<file path="src/design/id_remap_pkg.sv">
// AXI read ID remapper, shared definitions.
// Holds the default sizes of the remap table and the fixed widths of the
// AR and R fields that pass through the remapper unchanged.

package id_remap_pkg;

  // Width of the sparse input IDs seen at the upstream port.
  localparam int unsigned DefSlvIdWidth = 8;

  // Number of table entries. This is also the number of distinct input IDs
  // that may be in flight at the same time.
  localparam int unsigned DefMaxUniqIds = 4;

  // Number of bursts that may be in flight for one input ID.
  localparam int unsigned DefMaxTxnsPerId = 3;

  // Width of the dense output IDs at the downstream port.
  // It has to cover the table index, and wider IDs are zero-extended.
  localparam int unsigned DefMstIdWidth = 3;

  // AR address.
  typedef logic [31:0] addr_t;

  // AR burst length, in beats minus one.
  typedef logic [7:0] len_t;

  // R data word.
  typedef logic [31:0] data_t;

  // R response code.
  typedef logic [1:0] resp_t;

  // Width of an index into a vector of num entries.
  // A single entry still gets a one-bit index so that no type collapses to
  // zero width.
  function automatic int unsigned idx_width(input int unsigned num);
    if (num > 32'd1) begin
      return $clog2(num);
    end
    return 32'd1;
  endfunction

endpackage

</file>
<file path="src/design/remap_table_if.sv">
// Remap table lookup and allocation bundle.
// Carries the push request from the AR stage to the table and the lookup
// results from the table back to the AR stage.

interface remap_table_if import id_remap_pkg::*; #(
  parameter int unsigned SlvIdWidth = DefSlvIdWidth,
  parameter int unsigned MaxUniqIds = DefMaxUniqIds
) ();

  localparam int unsigned IdxWidth = idx_width(MaxUniqIds);

  typedef logic [SlvIdWidth-1:0] slv_id_t;
  typedef logic [IdxWidth-1:0]   idx_t;

  // Allocation request. One push adds one burst to the entry at push_oup_id.
  logic    push;
  slv_id_t push_inp_id;
  idx_t    push_oup_id;

  // Lookup of the current AR input ID against the live entries.
  logic    exists;
  idx_t    exists_oup_id;
  logic    exists_full;

  // Lowest free entry, only meaningful while full is low.
  idx_t    free_oup_id;
  logic    full;

  // The AR stage makes the push decision.
  modport stage (
    output push, push_inp_id, push_oup_id,
    input  exists, exists_oup_id, exists_full, free_oup_id, full
  );

  // The table answers the lookup and applies the push.
  modport tbl (
    input  push, push_inp_id, push_oup_id,
    output exists, exists_oup_id, exists_full, free_oup_id, full
  );

endinterface

</file>
<file path="src/design/lowest_set_finder.sv">
// Lowest set bit finder.
// Returns the index of the lowest set bit of the input vector and flags a
// vector with no bit set.

module lowest_set_finder import id_remap_pkg::*; #(
  parameter int unsigned Width = DefMaxUniqIds,
  localparam int unsigned IdxWidth = idx_width(Width)
) (
  input  logic [Width-1:0]    in_i,
  output logic [IdxWidth-1:0] idx_o,
  output logic                empty_o
);

  // Walk upward from bit 0. The empty flag doubles as the "nothing found
  // yet" marker, so only the first set bit is taken and later ones are
  // ignored.
  always_comb begin
    idx_o   = '0;
    empty_o = 1'b1;
    for (int unsigned i = 0; i < Width; i++) begin
      if (in_i[i] && empty_o) begin
        idx_o   = IdxWidth'(i);
        empty_o = 1'b0;
      end
    end
  end

  // The index is zero whenever the vector is empty.
  // Users must look at empty_o before they trust idx_o.

endmodule

</file>
<file path="src/design/id_remap_table.sv">
// Read ID remap table.
// Holds one entry per output ID with the input ID that owns it and the
// number of bursts in flight. Answers lookups for the AR stage, counts up
// on an AR push and down on an R last beat, and restores input IDs on R.

module id_remap_table import id_remap_pkg::*; #(
  parameter int unsigned SlvIdWidth   = DefSlvIdWidth,
  parameter int unsigned MaxUniqIds   = DefMaxUniqIds,
  parameter int unsigned MaxTxnsPerId = DefMaxTxnsPerId,
  localparam int unsigned IdxWidth    = idx_width(MaxUniqIds),
  localparam type slv_id_t            = logic [SlvIdWidth-1:0],
  localparam type idx_t               = logic [IdxWidth-1:0]
) (
  input  logic              clk_i,
  input  logic              arst_n_i,
  remap_table_if.tbl        tbl_io,
  input  slv_id_t           lookup_id_i,
  input  logic              pop_i,
  input  idx_t              pop_oup_id_i,
  output slv_id_t           pop_inp_id_o
);

  // The counter must hold every value from zero up to the limit.
  localparam int unsigned CntWidth = $clog2(MaxTxnsPerId + 1);

  typedef logic [CntWidth-1:0]   cnt_t;
  typedef logic [MaxUniqIds-1:0] field_t;

  // Entry contents, indexed by output ID.
  slv_id_t inp_id_q [MaxUniqIds];
  cnt_t    cnt_q    [MaxUniqIds];
  cnt_t    cnt_d    [MaxUniqIds];

  field_t  free_mask;
  field_t  match_mask;
  logic    no_match;

  // An entry is free once its counter has dropped to zero.
  // Its stale input ID is then ignored by the lookup below.
  always_comb begin
    for (int unsigned i = 0; i < MaxUniqIds; i++) begin
      free_mask[i]  = (cnt_q[i] == '0);
      match_mask[i] = (cnt_q[i] != '0) && (inp_id_q[i] == lookup_id_i);
    end
  end

  // Lowest free output ID for a new input ID.
  lowest_set_finder #(
    .Width   (MaxUniqIds)
  ) u_free_finder (
    .in_i    (free_mask),
    .idx_o   (tbl_io.free_oup_id),
    .empty_o (tbl_io.full)
  );

  // Output ID already owned by the looked-up input ID, if any.
  lowest_set_finder #(
    .Width   (MaxUniqIds)
  ) u_match_finder (
    .in_i    (match_mask),
    .idx_o   (tbl_io.exists_oup_id),
    .empty_o (no_match)
  );

  assign tbl_io.exists      = !no_match;
  assign tbl_io.exists_full = (cnt_q[tbl_io.exists_oup_id] == cnt_t'(MaxTxnsPerId));

  // The R path reads the owner of the beat's output ID directly.
  assign pop_inp_id_o = inp_id_q[pop_oup_id_i];

  // Push and pop may hit the same entry in one cycle.
  // They are applied in turn so that the two updates cancel out.
  always_comb begin
    cnt_d = cnt_q;
    if (tbl_io.push) begin
      cnt_d[tbl_io.push_oup_id] = cnt_d[tbl_io.push_oup_id] + cnt_t'(1);
    end
    if (pop_i) begin
      cnt_d[pop_oup_id_i] = cnt_d[pop_oup_id_i] - cnt_t'(1);
    end
  end

  // In-flight counters.
  always_ff @(posedge clk_i or negedge arst_n_i) begin
    if (!arst_n_i) begin
      for (int unsigned i = 0; i < MaxUniqIds; i++) begin
        cnt_q[i] <= '0;
      end
    end else begin
      cnt_q <= cnt_d;
    end
  end

  // Input ID of each entry. A push rewrites it with the same value when the
  // entry is already owned by that ID.
  always_ff @(posedge clk_i) begin
    if (tbl_io.push) begin
      inp_id_q[tbl_io.push_oup_id] <= tbl_io.push_inp_id;
    end
  end

  // The AR stage may only push into a free entry or into the one that its
  // input ID already owns.
  assert property (@(posedge clk_i) disable iff (!arst_n_i)
    tbl_io.push |-> (cnt_q[tbl_io.push_oup_id] == '0) ||
                    (inp_id_q[tbl_io.push_oup_id] == tbl_io.push_inp_id))
    else $error("Push hits an entry owned by another input ID.");

  // The stage must respect the per-ID limit.
  assert property (@(posedge clk_i) disable iff (!arst_n_i)
    tbl_io.push |-> (cnt_q[tbl_io.push_oup_id] < MaxTxnsPerId))
    else $error("Push exceeds the per-ID burst limit.");

  // Downstream must only close bursts that were issued.
  assert property (@(posedge clk_i) disable iff (!arst_n_i)
    pop_i |-> (cnt_q[pop_oup_id_i] != '0))
    else $error("R last beat for an output ID with no burst in flight.");

  // An input ID owns at most one live entry.
  assert property (@(posedge clk_i) disable iff (!arst_n_i)
    $onehot0(match_mask))
    else $error("Input ID found in more than one entry.");

endmodule

</file>
<file path="src/design/ar_remap_stage.sv">
// AR remap stage.
// Decides whether an incoming AR may pass, picks its output ID from the
// remap table and pushes the new burst. Holds the output ID while the
// downstream port stalls so that the burst is pushed exactly once.

module ar_remap_stage import id_remap_pkg::*; #(
  parameter int unsigned SlvIdWidth = DefSlvIdWidth,
  parameter int unsigned MaxUniqIds = DefMaxUniqIds,
  parameter int unsigned MstIdWidth = DefMstIdWidth,
  localparam int unsigned IdxWidth  = idx_width(MaxUniqIds),
  localparam type slv_id_t          = logic [SlvIdWidth-1:0]
) (
  input  logic                  clk_i,
  input  logic                  arst_n_i,
  input  logic                  s_ar_valid_i,
  input  slv_id_t               s_ar_id_i,
  output logic                  s_ar_ready_o,
  output logic                  m_ar_valid_o,
  input  logic                  m_ar_ready_i,
  output logic [MstIdWidth-1:0] m_ar_id_o,
  remap_table_if.stage          tbl_io
);

  typedef logic [IdxWidth-1:0] idx_t;

  typedef enum logic {
    st_ready,
    st_hold
  } state_e;

  state_e state_q;
  state_e state_d;

  // Output ID of a burst that is waiting for downstream.
  idx_t   held_id_q;
  idx_t   held_id_d;

  // Output ID driven on the master side in this cycle.
  idx_t   oup_id;
  logic   allowed;

  // A known ID may add a burst while it is below its limit.
  // A new ID needs a free entry.
  assign allowed = tbl_io.exists ? !tbl_io.exists_full : !tbl_io.full;

  always_comb begin
    m_ar_valid_o       = 1'b0;
    s_ar_ready_o       = 1'b0;
    tbl_io.push        = 1'b0;
    tbl_io.push_inp_id = s_ar_id_i;
    oup_id             = tbl_io.exists ? tbl_io.exists_oup_id : tbl_io.free_oup_id;
    held_id_d          = held_id_q;
    state_d            = state_q;

    unique case (state_q)
      st_ready: begin
        // An existing ID reuses its output ID, which keeps the R order of
        // that ID intact. The entry is taken right away, even if downstream
        // is not ready yet.
        if (s_ar_valid_i && allowed) begin
          m_ar_valid_o = 1'b1;
          tbl_io.push  = 1'b1;
          s_ar_ready_o = m_ar_ready_i;
          if (!m_ar_ready_i) begin
            held_id_d = oup_id;
            state_d   = st_hold;
          end
        end
      end

      st_hold: begin
        // Replay the registered ID without a second push.
        oup_id       = held_id_q;
        m_ar_valid_o = 1'b1;
        s_ar_ready_o = m_ar_ready_i;
        if (m_ar_ready_i) begin
          state_d = st_ready;
        end
      end

      default: begin
        state_d = st_ready;
      end
    endcase
  end

  assign tbl_io.push_oup_id = oup_id;

  // Output IDs wider than the table index are zero-extended.
  assign m_ar_id_o = MstIdWidth'(oup_id);

  always_ff @(posedge clk_i or negedge arst_n_i) begin
    if (!arst_n_i) begin
      state_q <= st_ready;
    end else begin
      state_q <= state_d;
    end
  end

  // Output ID that the hold state replays.
  always_ff @(posedge clk_i) begin
    held_id_q <= held_id_d;
  end

  // A stalled AR keeps its valid and its ID.
  assert property (@(posedge clk_i) disable iff (!arst_n_i)
    m_ar_valid_o && !m_ar_ready_i |=> m_ar_valid_o && $stable(m_ar_id_o))
    else $error("Stalled AR dropped valid or changed its ID.");

  // Upstream and downstream AR transfers happen in the same cycle, so an AR
  // that is replayed in the hold state is still offered by upstream.
  assert property (@(posedge clk_i) disable iff (!arst_n_i)
    (s_ar_valid_i && s_ar_ready_o) == (m_ar_valid_o && m_ar_ready_i))
    else $error("Upstream and downstream AR transfers do not match.");

endmodule

</file>
<file path="src/design/id_remap_top.sv">
// AXI read ID remapper, top level.
// Maps wide, sparse input IDs on AR to narrow, dense output IDs and gives
// each R beat its original input ID back. Address, length and the R
// payload pass through unchanged.

module id_remap_top #(
  parameter int unsigned SlvIdWidth   = id_remap_pkg::DefSlvIdWidth,
  parameter int unsigned MaxUniqIds   = id_remap_pkg::DefMaxUniqIds,
  parameter int unsigned MaxTxnsPerId = id_remap_pkg::DefMaxTxnsPerId,
  parameter int unsigned MstIdWidth   = id_remap_pkg::DefMstIdWidth
) (
  input  logic                  clk_i,
  input  logic                  arst_n_i,
  // Upstream AR.
  input  logic                  s_ar_valid_i,
  output logic                  s_ar_ready_o,
  input  logic [SlvIdWidth-1:0] s_ar_id_i,
  input  id_remap_pkg::addr_t   s_ar_addr_i,
  input  id_remap_pkg::len_t    s_ar_len_i,
  // Downstream AR.
  output logic                  m_ar_valid_o,
  input  logic                  m_ar_ready_i,
  output logic [MstIdWidth-1:0] m_ar_id_o,
  output id_remap_pkg::addr_t   m_ar_addr_o,
  output id_remap_pkg::len_t    m_ar_len_o,
  // Downstream R.
  input  logic                  m_r_valid_i,
  output logic                  m_r_ready_o,
  input  logic [MstIdWidth-1:0] m_r_id_i,
  input  id_remap_pkg::data_t   m_r_data_i,
  input  id_remap_pkg::resp_t   m_r_resp_i,
  input  logic                  m_r_last_i,
  // Upstream R.
  output logic                  s_r_valid_o,
  input  logic                  s_r_ready_i,
  output logic [SlvIdWidth-1:0] s_r_id_o,
  output id_remap_pkg::data_t   s_r_data_o,
  output id_remap_pkg::resp_t   s_r_resp_o,
  output logic                  s_r_last_o
);

  localparam int unsigned IdxWidth = id_remap_pkg::idx_width(MaxUniqIds);

  remap_table_if #(
    .SlvIdWidth (SlvIdWidth),
    .MaxUniqIds (MaxUniqIds)
  ) tbl_if ();

  // AR side fields that need no remapping.
  assign m_ar_addr_o = s_ar_addr_i;
  assign m_ar_len_o  = s_ar_len_i;

  // R payload and handshake pass straight through.
  assign s_r_valid_o = m_r_valid_i;
  assign m_r_ready_o = s_r_ready_i;
  assign s_r_data_o  = m_r_data_i;
  assign s_r_resp_o  = m_r_resp_i;
  assign s_r_last_o  = m_r_last_i;

  ar_remap_stage #(
    .SlvIdWidth   (SlvIdWidth),
    .MaxUniqIds   (MaxUniqIds),
    .MstIdWidth   (MstIdWidth)
  ) u_ar_stage (
    .clk_i        (clk_i),
    .arst_n_i     (arst_n_i),
    .s_ar_valid_i (s_ar_valid_i),
    .s_ar_id_i    (s_ar_id_i),
    .s_ar_ready_o (s_ar_ready_o),
    .m_ar_valid_o (m_ar_valid_o),
    .m_ar_ready_i (m_ar_ready_i),
    .m_ar_id_o    (m_ar_id_o),
    .tbl_io       (tbl_if.stage)
  );

  // A burst is closed by its last beat once it completes the handshake.
  // Only the low bits of the R ID address the table.
  id_remap_table #(
    .SlvIdWidth   (SlvIdWidth),
    .MaxUniqIds   (MaxUniqIds),
    .MaxTxnsPerId (MaxTxnsPerId)
  ) u_table (
    .clk_i        (clk_i),
    .arst_n_i     (arst_n_i),
    .tbl_io       (tbl_if.tbl),
    .lookup_id_i  (s_ar_id_i),
    .pop_i        (m_r_valid_i && s_r_ready_i && m_r_last_i),
    .pop_oup_id_i (m_r_id_i[IdxWidth-1:0]),
    .pop_inp_id_o (s_r_id_o)
  );

endmodule

</file>
<file path="config.mk">
export PLATFORM = sky130hd
export DESIGN_NAME = id_remap_top
export DESIGN_NICKNAME = d
export VERILOG_FILES = /design/src/design/id_remap_pkg.sv /design/src/design/remap_table_if.sv /design/src/design/lowest_set_finder.sv /design/src/design/id_remap_table.sv /design/src/design/ar_remap_stage.sv /design/src/design/id_remap_top.sv
export SDC_FILE = /design/constraint.sdc
export NUM_CORES = 1
export LEC_CHECK = 0
export BUFFER_PORTS_ARGS = -buffer_cell sky130_fd_sc_hd__buf_4
export CELL_PAD_IN_SITES_DETAIL_PLACEMENT = 2
export CELL_PAD_IN_SITES_GLOBAL_PLACEMENT = 2
export CORE_UTILIZATION = 23
export DETAILED_ROUTE_END_ITERATION = 10
export GPL_TIMING_DRIVEN = 0
export PLACE_DENSITY_LB_ADDON = 0.1
export SYNTH_ARGS = -nofsm -noshare
export SYNTH_HDL_FRONTEND = slang
export SYNTH_HIERARCHICAL = 1
export SYNTH_SLANG_ARGS = --single-unit
</file>
<file path="constraint.sdc">
create_clock -name clk_i -period 4 [get_ports clk_i]
set_input_delay 0.8 -clock clk_i [delete_from_list [all_inputs] [get_ports clk_i]]
set_output_delay 0.8 -clock clk_i [all_outputs]
set_load 0.01 [all_outputs]
</file>
==> results of run 1 <==
## Yosys cell counts, drive strengths merged (6+ instances only)
master,number
xnor2,36
xor2,10
mux4,9
buf,89
nor2,9
mux2i,6
dfrtp,9
nor4,7
edfxtp,34
clkbuf,9
## registers in the layout (all words and copies together), names as in the netlist
name,flops
u_table/inp_id_q,32
u_table/cnt_q,8
u_ar_stage/state_q,1
u_ar_stage/held_id_q,2
## worst max path at each step
stage,to,slack [ns],startpoint,cells past startpoint
finish,u_table/cnt_q[1],0.11,s_ar_id_i[7],16
global placement,u_table/cnt_q[7],-0.80,s_ar_id_i[7],16
floorplan,u_table/cnt_q[7],0.02,s_ar_id_i[6],16
global route,u_table/cnt_q[5],-0.13,s_ar_id_i[2],16
CTS,u_table/cnt_q[7],0.004,s_ar_id_i[4],16
detailed placement,u_table/cnt_q[7],-0.82,s_ar_id_i[7],16
## what timing repair did
item                                    CTS  global route
pin swaps                                 6             9
gates resized for setup                  22            46
endpoints found under the setup margin   15            14
setup buffers                             6             6
## power by group
group	internal [mW]	switching (mW)
sequential	0.624	0.108
clock	0.230	0.169
combinational	0.566	0.518
## per-stage QoR
stage / setup TNS (ns) / cell area, µm² / util (%) / power, mW / std cells
final: 0 / 4550 / 35.6 / 2.21 / 557
after global routing: -0.409 / 4550 / 35.6 / 2.35 / 557
after CTS: 0 / 4320 / 33.8 / 2.17 / 551
after detailed placement: -8.95 / 4020 / 31.4 / 1.67 / 537
after global placement: -9.85 / 4020 / 31.4 / 1.66 / 537
after floorplan: 0 / 3070 / - / 1.35 / 268
## routing by layer
metal	up-vias	track usage, %
li1	1060	-
met1	1094	14.2
met2	105	26.9
met3	6	2.83
met4	0	3.80
met5	-	0
## area by class of cell
cell class / instances / area, µm² / area share [%]
multi-input cells: 122 / 1360 / 29.8
clock buffers: 6 / 129 / 2.83
flip-flops and latches: 43 / 1250 / 27.4
repair buffers: 109 / 818 / 18.0
plain buffers: 98 / 752 / 16.5
clock inverters: 2 / 12.5 / 0.275
inverters: 5 / 18.8 / 0.413
well taps: 172 / 215 / 4.73
## cells in the final DEF, fill, tap and decap left out, types with 6 or more instances in the layout
| cell type | instances |
|---|---|
| dfrtp_1 | 9 |
| edfxtp_1 | 34 |
| xnor2_2 | 8 |
| buf_4 | 200 |
| xor2_1 | 9 |
| mux4_2 | 9 |
| mux2i_1 | 6 |
| xnor2_1 | 23 |
| nor2_1 | 8 |
## cells by family (layout without fill, tap and decap cells)
family,Yosys count,count (layout),share of synthesized area [%]
DFF,43,43,41.0
muxes,20,20,10.9
and+or+nand+nor,47,47,9.31
other,1,1,0.123
buffers and inverters,103,220,23.6
xor gates and xnor gates,46,46,13.3
AOI/OAI and AO/OA,8,8,1.81
## worst register-to-register path, delay by kind of cell (launching register included)
| kind | cells | cell delay, ns |
|---|---|---|
| multiplexers | 4 | 1.25 |
| AND/OR/NAND/NOR | 4 | 0.73 |
| XOR/XNOR | 3 | 0.61 |
| flip-flops | 1 | 0.48 |
| buffers and inverters | 4 | 0.61 |
==> flow_summary.ini, run 1 <==
[outcome]
status = finished clean

[global_route]
grt_pass1_wl_um = 13400
antenna_found_initial = 0
grt_max_degree = 14
track_usage_pct = 13.5
grt_remaining_overflow = 0
grt_pass1_vias = 2460

[drt]
wl_met2_um = 5080
wl_per_cell_um = 17.1
drt-total-wl_um = 9510
drt_iter0_drc = 63
vias = 2265
met3_length_um = 815
wl_met1_um = 3520
drc_errors = 0
drt_pass1_iterations = 3
post_drt_via_cell_ratio = 4.07
top_layer_used = met4
ant_nets = 0

[setup_path]
path_max_fanout = 8
r2r_setup_slack_ns = 0.20
end_kind = flip-flop
crit_type = in2reg
crit_path_top_delay_cell = mux4_2
critical-path-top-delay-family = multiplexers
r2r_end = u_table/cnt_q[1]
r2r_cells = 15
path_buf_inv = 5
cp_cell_sequence = buf_4 -> xnor2_4 -> nand3_4 -> nor4_4 -> buf_4 -> buf_4 -> nor4_2 -> inv_1 -> mux2_4 -> mux2_2 -> buf_4 -> nand4b_1 -> xor2_2 -> mux4_2 -> xnor2_2 -> mux2i_1
startpoint_type = primary input
crit_top_cell = buf_4
r2r-start = u_table/inp_id_q[3][0]
arrival_ns = 4.06
critPathRequiredTime_ns = 4.16
slowest_delay_ns = 0.54

[yosys]
yosysTopAreaCell = edfxtp_1
synth_edf_count = 34
synth_ff_type = edfxtp_1
async_flop_share_pct = 20.9
ys_warn_count = 6
syn_avg_cell_area_um2 = 11.3
seq_area_frac_synth_pct = 41.0
syn-cell-area_um2 = 3040
synth.top_cell.area_share_pct = 33.6
ys_types = 34
synthTopCellsByArea = edfxtp_1, buf_4, xnor2_1
syn_inst = 268
syn_nets = 360
synth_seq_cells = 43

[pwr]
p_leak_nw = 1.94
ir_drop_uv = 172
p_per_area_nw_per_um2 = 487

[clock_tree]
clockBufferDepth = 2
cts_sinks = 43
cts-hold-fix-buffers = 0
clkTransAtPathRegs_ns = 0.06
root_buffer = clkbuf_16
clk_latency_ns = 0.29
htreeDepth = 2
cts_tree = done
cts_made_buffers = 5

[placement]
dp_hpwl_um = 7610
gp_congestion = 0.701
io_buffers = 97
place_ws_ns = -0.818

[sta]
rsz0062_at_grt = true
fmax_ghz = 0.257
hold_slack_ns = 0.331
worst_slew_pin_slew_ns = 0.803
fin_crit_ns = 3.89
setup_viol = 0
fin_skew_ns = 0.00658
fin_crit_sh_pct = 97.3
hold_viol = 0
slew-limit-headroom_pct = 46.4
finalWorstSetupSlack_ns = 0.106
final_max_slew_viol_count = 0

[die]
die_h_um = 117
num_rows = 41
dieArea_um2 = 13700
initial_core_util_pct = 23.8
top_level_ports = 182
design.core.area_um2 = 12800
dieWidth_um = 117

[final_layout]
diodes = 0
syn2layout_area_growth_pct = 49.7
num-fill-cells = 1368
drive_gt1_share_pct = 66.0
layout.nets = 476

[run]
max_cap_viol_count = 0

[min_path]
hold_class = in2async
Power figures use the tool's default switching activity.
==> inputs of run 2 (changes only) <==
--- a/config.mk
+++ b/config.mk
@@ -11,7 +11,7 @@
 export CORE_UTILIZATION = 23
 export DETAILED_ROUTE_END_ITERATION = 10
 export GPL_TIMING_DRIVEN = 0
-export PLACE_DENSITY_LB_ADDON = 0.1
+export PLACE_DENSITY_LB_ADDON = 0.15
 export SYNTH_ARGS = -nofsm -noshare
 export SYNTH_HDL_FRONTEND = slang
 export SYNTH_HIERARCHICAL = 1
==> flow_summary.ini, run 2 (synthesis gave the netlist of run 1 again) <==
[outcome]
status = finished clean

[sta]
fin_skew_ns = 0.00778
hold_slack_ns = 0.328
hold_viol = 0
rsz0062_at_grt = true
fin_crit_ns = 3.88
fmax_ghz = 0.257
final_max_slew_viol_count = 0
fin_crit_sh_pct = 97.1
worst_slew_pin_slew_ns = 0.759
setup_viol = 0
slew-limit-headroom_pct = 49.4

[final_layout]
final_common_cell = buf_4
multi_input_area_um2 = 1380
layout.nets = 475
reg.largest.list = u_table/inp_id_q: 32 flops, u_table/cnt_q: 8 flops, u_ar_stage/held_id_q: 2 flops
regMostFlops = u_table/inp_id_q
final_cell_mix = buf_4, edfxtp_1, xnor2_1
diodes = 0
seqCellArea_um2 = 1250
syn2layout_area_growth_pct = 50.7
drive_gt1_share_pct = 68.5
fin_util_pct = 35.9
num-fill-cells = 1333
largest_reg_flops = 32

[setup_path]
path_buf_inv = 2
path_max_fanout = 8
crit_path_top_delay_cell = mux4_2
arrival_ns = 4.04
critical-path-top-delay-family = simple AND/OR/NAND/NOR gates
cp_cell_sequence = buf_4 -> xnor2_1 -> nand4_1 -> nor4_4 -> buf_4 -> a21oi_4 -> a311oi_2 -> a21oi_1 -> mux2_4 -> nor3_4 -> and4bb_1 -> xnor2_2 -> mux4_2 -> xnor2_2 -> mux2i_1
startpoint_type = primary input
end_kind = flip-flop
crit_type = in2reg
slowest_delay_ns = 0.52
critPathRequiredTime_ns = 4.16
r2r_setup_slack_ns = 0.18

[pwr]
p_leak_nw = 1.96
ir_drop_uv = 273
p_per_area_nw_per_um2 = 481
p_total_mw = 2.20

[drt]
drc_errors = 0
wl_per_cell_um = 17.0
vias = 2258
drt_iter0_drc = 64
ant_nets = 0
drt_pass1_iterations = 4
post_drt_via_cell_ratio = 4.06
drt-total-wl_um = 9440

[global_route]
grt_pass1_wl_um = 13500
grt_remaining_overflow = 0
grt_max_degree = 15
antenna_found_initial = 0
track_usage_pct = 13.3
grt_pass1_vias = 2405

[die]
initial_core_util_pct = 23.8
num_rows = 41
design.core.area_um2 = 12800
dieArea_um2 = 13700
die_h_um = 117
top_level_ports = 182
dieWidth_um = 117

[clock_tree]
htreeDepth = 2
cts_made_buffers = 5
clkTransAtPathRegs_ns = 0.07
cts_tree = done
clockBufferDepth = 2
cts_sinks = 43
cts-hold-fix-buffers = 0
clk_latency_ns = 0.29
root_buffer = clkbuf_16

[run]
max_cap_viol_count = 0

[placement]
dp_hpwl_um = 7450
gp_congestion = 0.676
io_buffers = 97

[min_path]
hold_class = in2async
[run 2: cell types whose count changed in the layout (fill, tap and decap cells not counted), sizes merged]
cell / delta
buf: -1
[run 2: power by group]
part / switching, mW / internal, mW
combinational: 0.506 / 0.533
sequential: 0.108 / 0.624
clock: 0.182 / 0.250
[run 2: final cells by class]
cell class              instances  share of cell area, %
flip-flops and latches         43                   27.2
multi-input cells             122                   30.2
inverters                       5                  0.410
plain buffers                  98                   16.4
clock inverters                 2                  0.355
repair buffers                108                   17.7
well taps                     172                   4.70
clock buffers                   6                   3.03
[run 2: routing by layer]
| layer | wire length, µm | vias up | track usage, % |
|---|---|---|---|
| met2 | 5050 | 101 | 26.7 |
| met1 | 3650 | 1090 | 14.6 |
| met3 | 680 | 6 | 2.21 |
| met4 | 60 | 0 | 2.53 |
| li1 | - | 1061 | - |
| met5 | 0 | - | 0 |
[run 2: worst paths after layout]
check / startpoint / endpoint / depth (start not counted)
max: s_ar_id_i[1] / u_table/cnt_q[5] / 15
min: arst_n_i / u_table/cnt_q[2] / 1
max reg2reg: u_table/cnt_q[0] / u_table/cnt_q[5] / 16
min reg2reg: u_table/cnt_q[7] / u_table/cnt_q[7] / 2
max in group asynchronous: arst_n_i / u_table/cnt_q[5] / 1
min in group clk_i: u_table/cnt_q[7] / u_table/cnt_q[7] / 2
[run 2: per-stage QoR]
stage	setup TNS [ns]	setup WS, ns	cell area [µm²]	cells
2_1_floorplan	0	0.0222	3070	268
3_3_place_gp	-10.14	-0.850	4020	537
3_5_place_dp	-14.99	-0.916	4020	537
4_1_cts	0	0.0121	4340	549
5_1_grt	-0.440	-0.121	4580	556
6_report	0	0.116	4580	556
[run 2: worst reg2reg max path: stages (launching register included)]
cell	delay [ns]
dfrtp_1	0.44
nor2_1	0.43
nor4_4	0.12
buf_4	0.16
buf_4	0.13
nor2_2	0.13
nor3_2	0.07
buf_4	0.15
a311oi_2	0.20
a21oi_1	0.08
mux2_4	0.31
nor3_4	0.28
and4bb_1	0.29
xnor2_2	0.09
mux4_2	0.53
xnor2_2	0.18
mux2i_1	0.10
[run 2: repair_timing]
item,4_1_cts,5_1_grt
pin swaps,5,25
resized for setup,25,49
endpoints found under the setup margin,25,5
gates cloned,0,0
endpoints found under the hold margin,0,0
buffers inserted,4,7
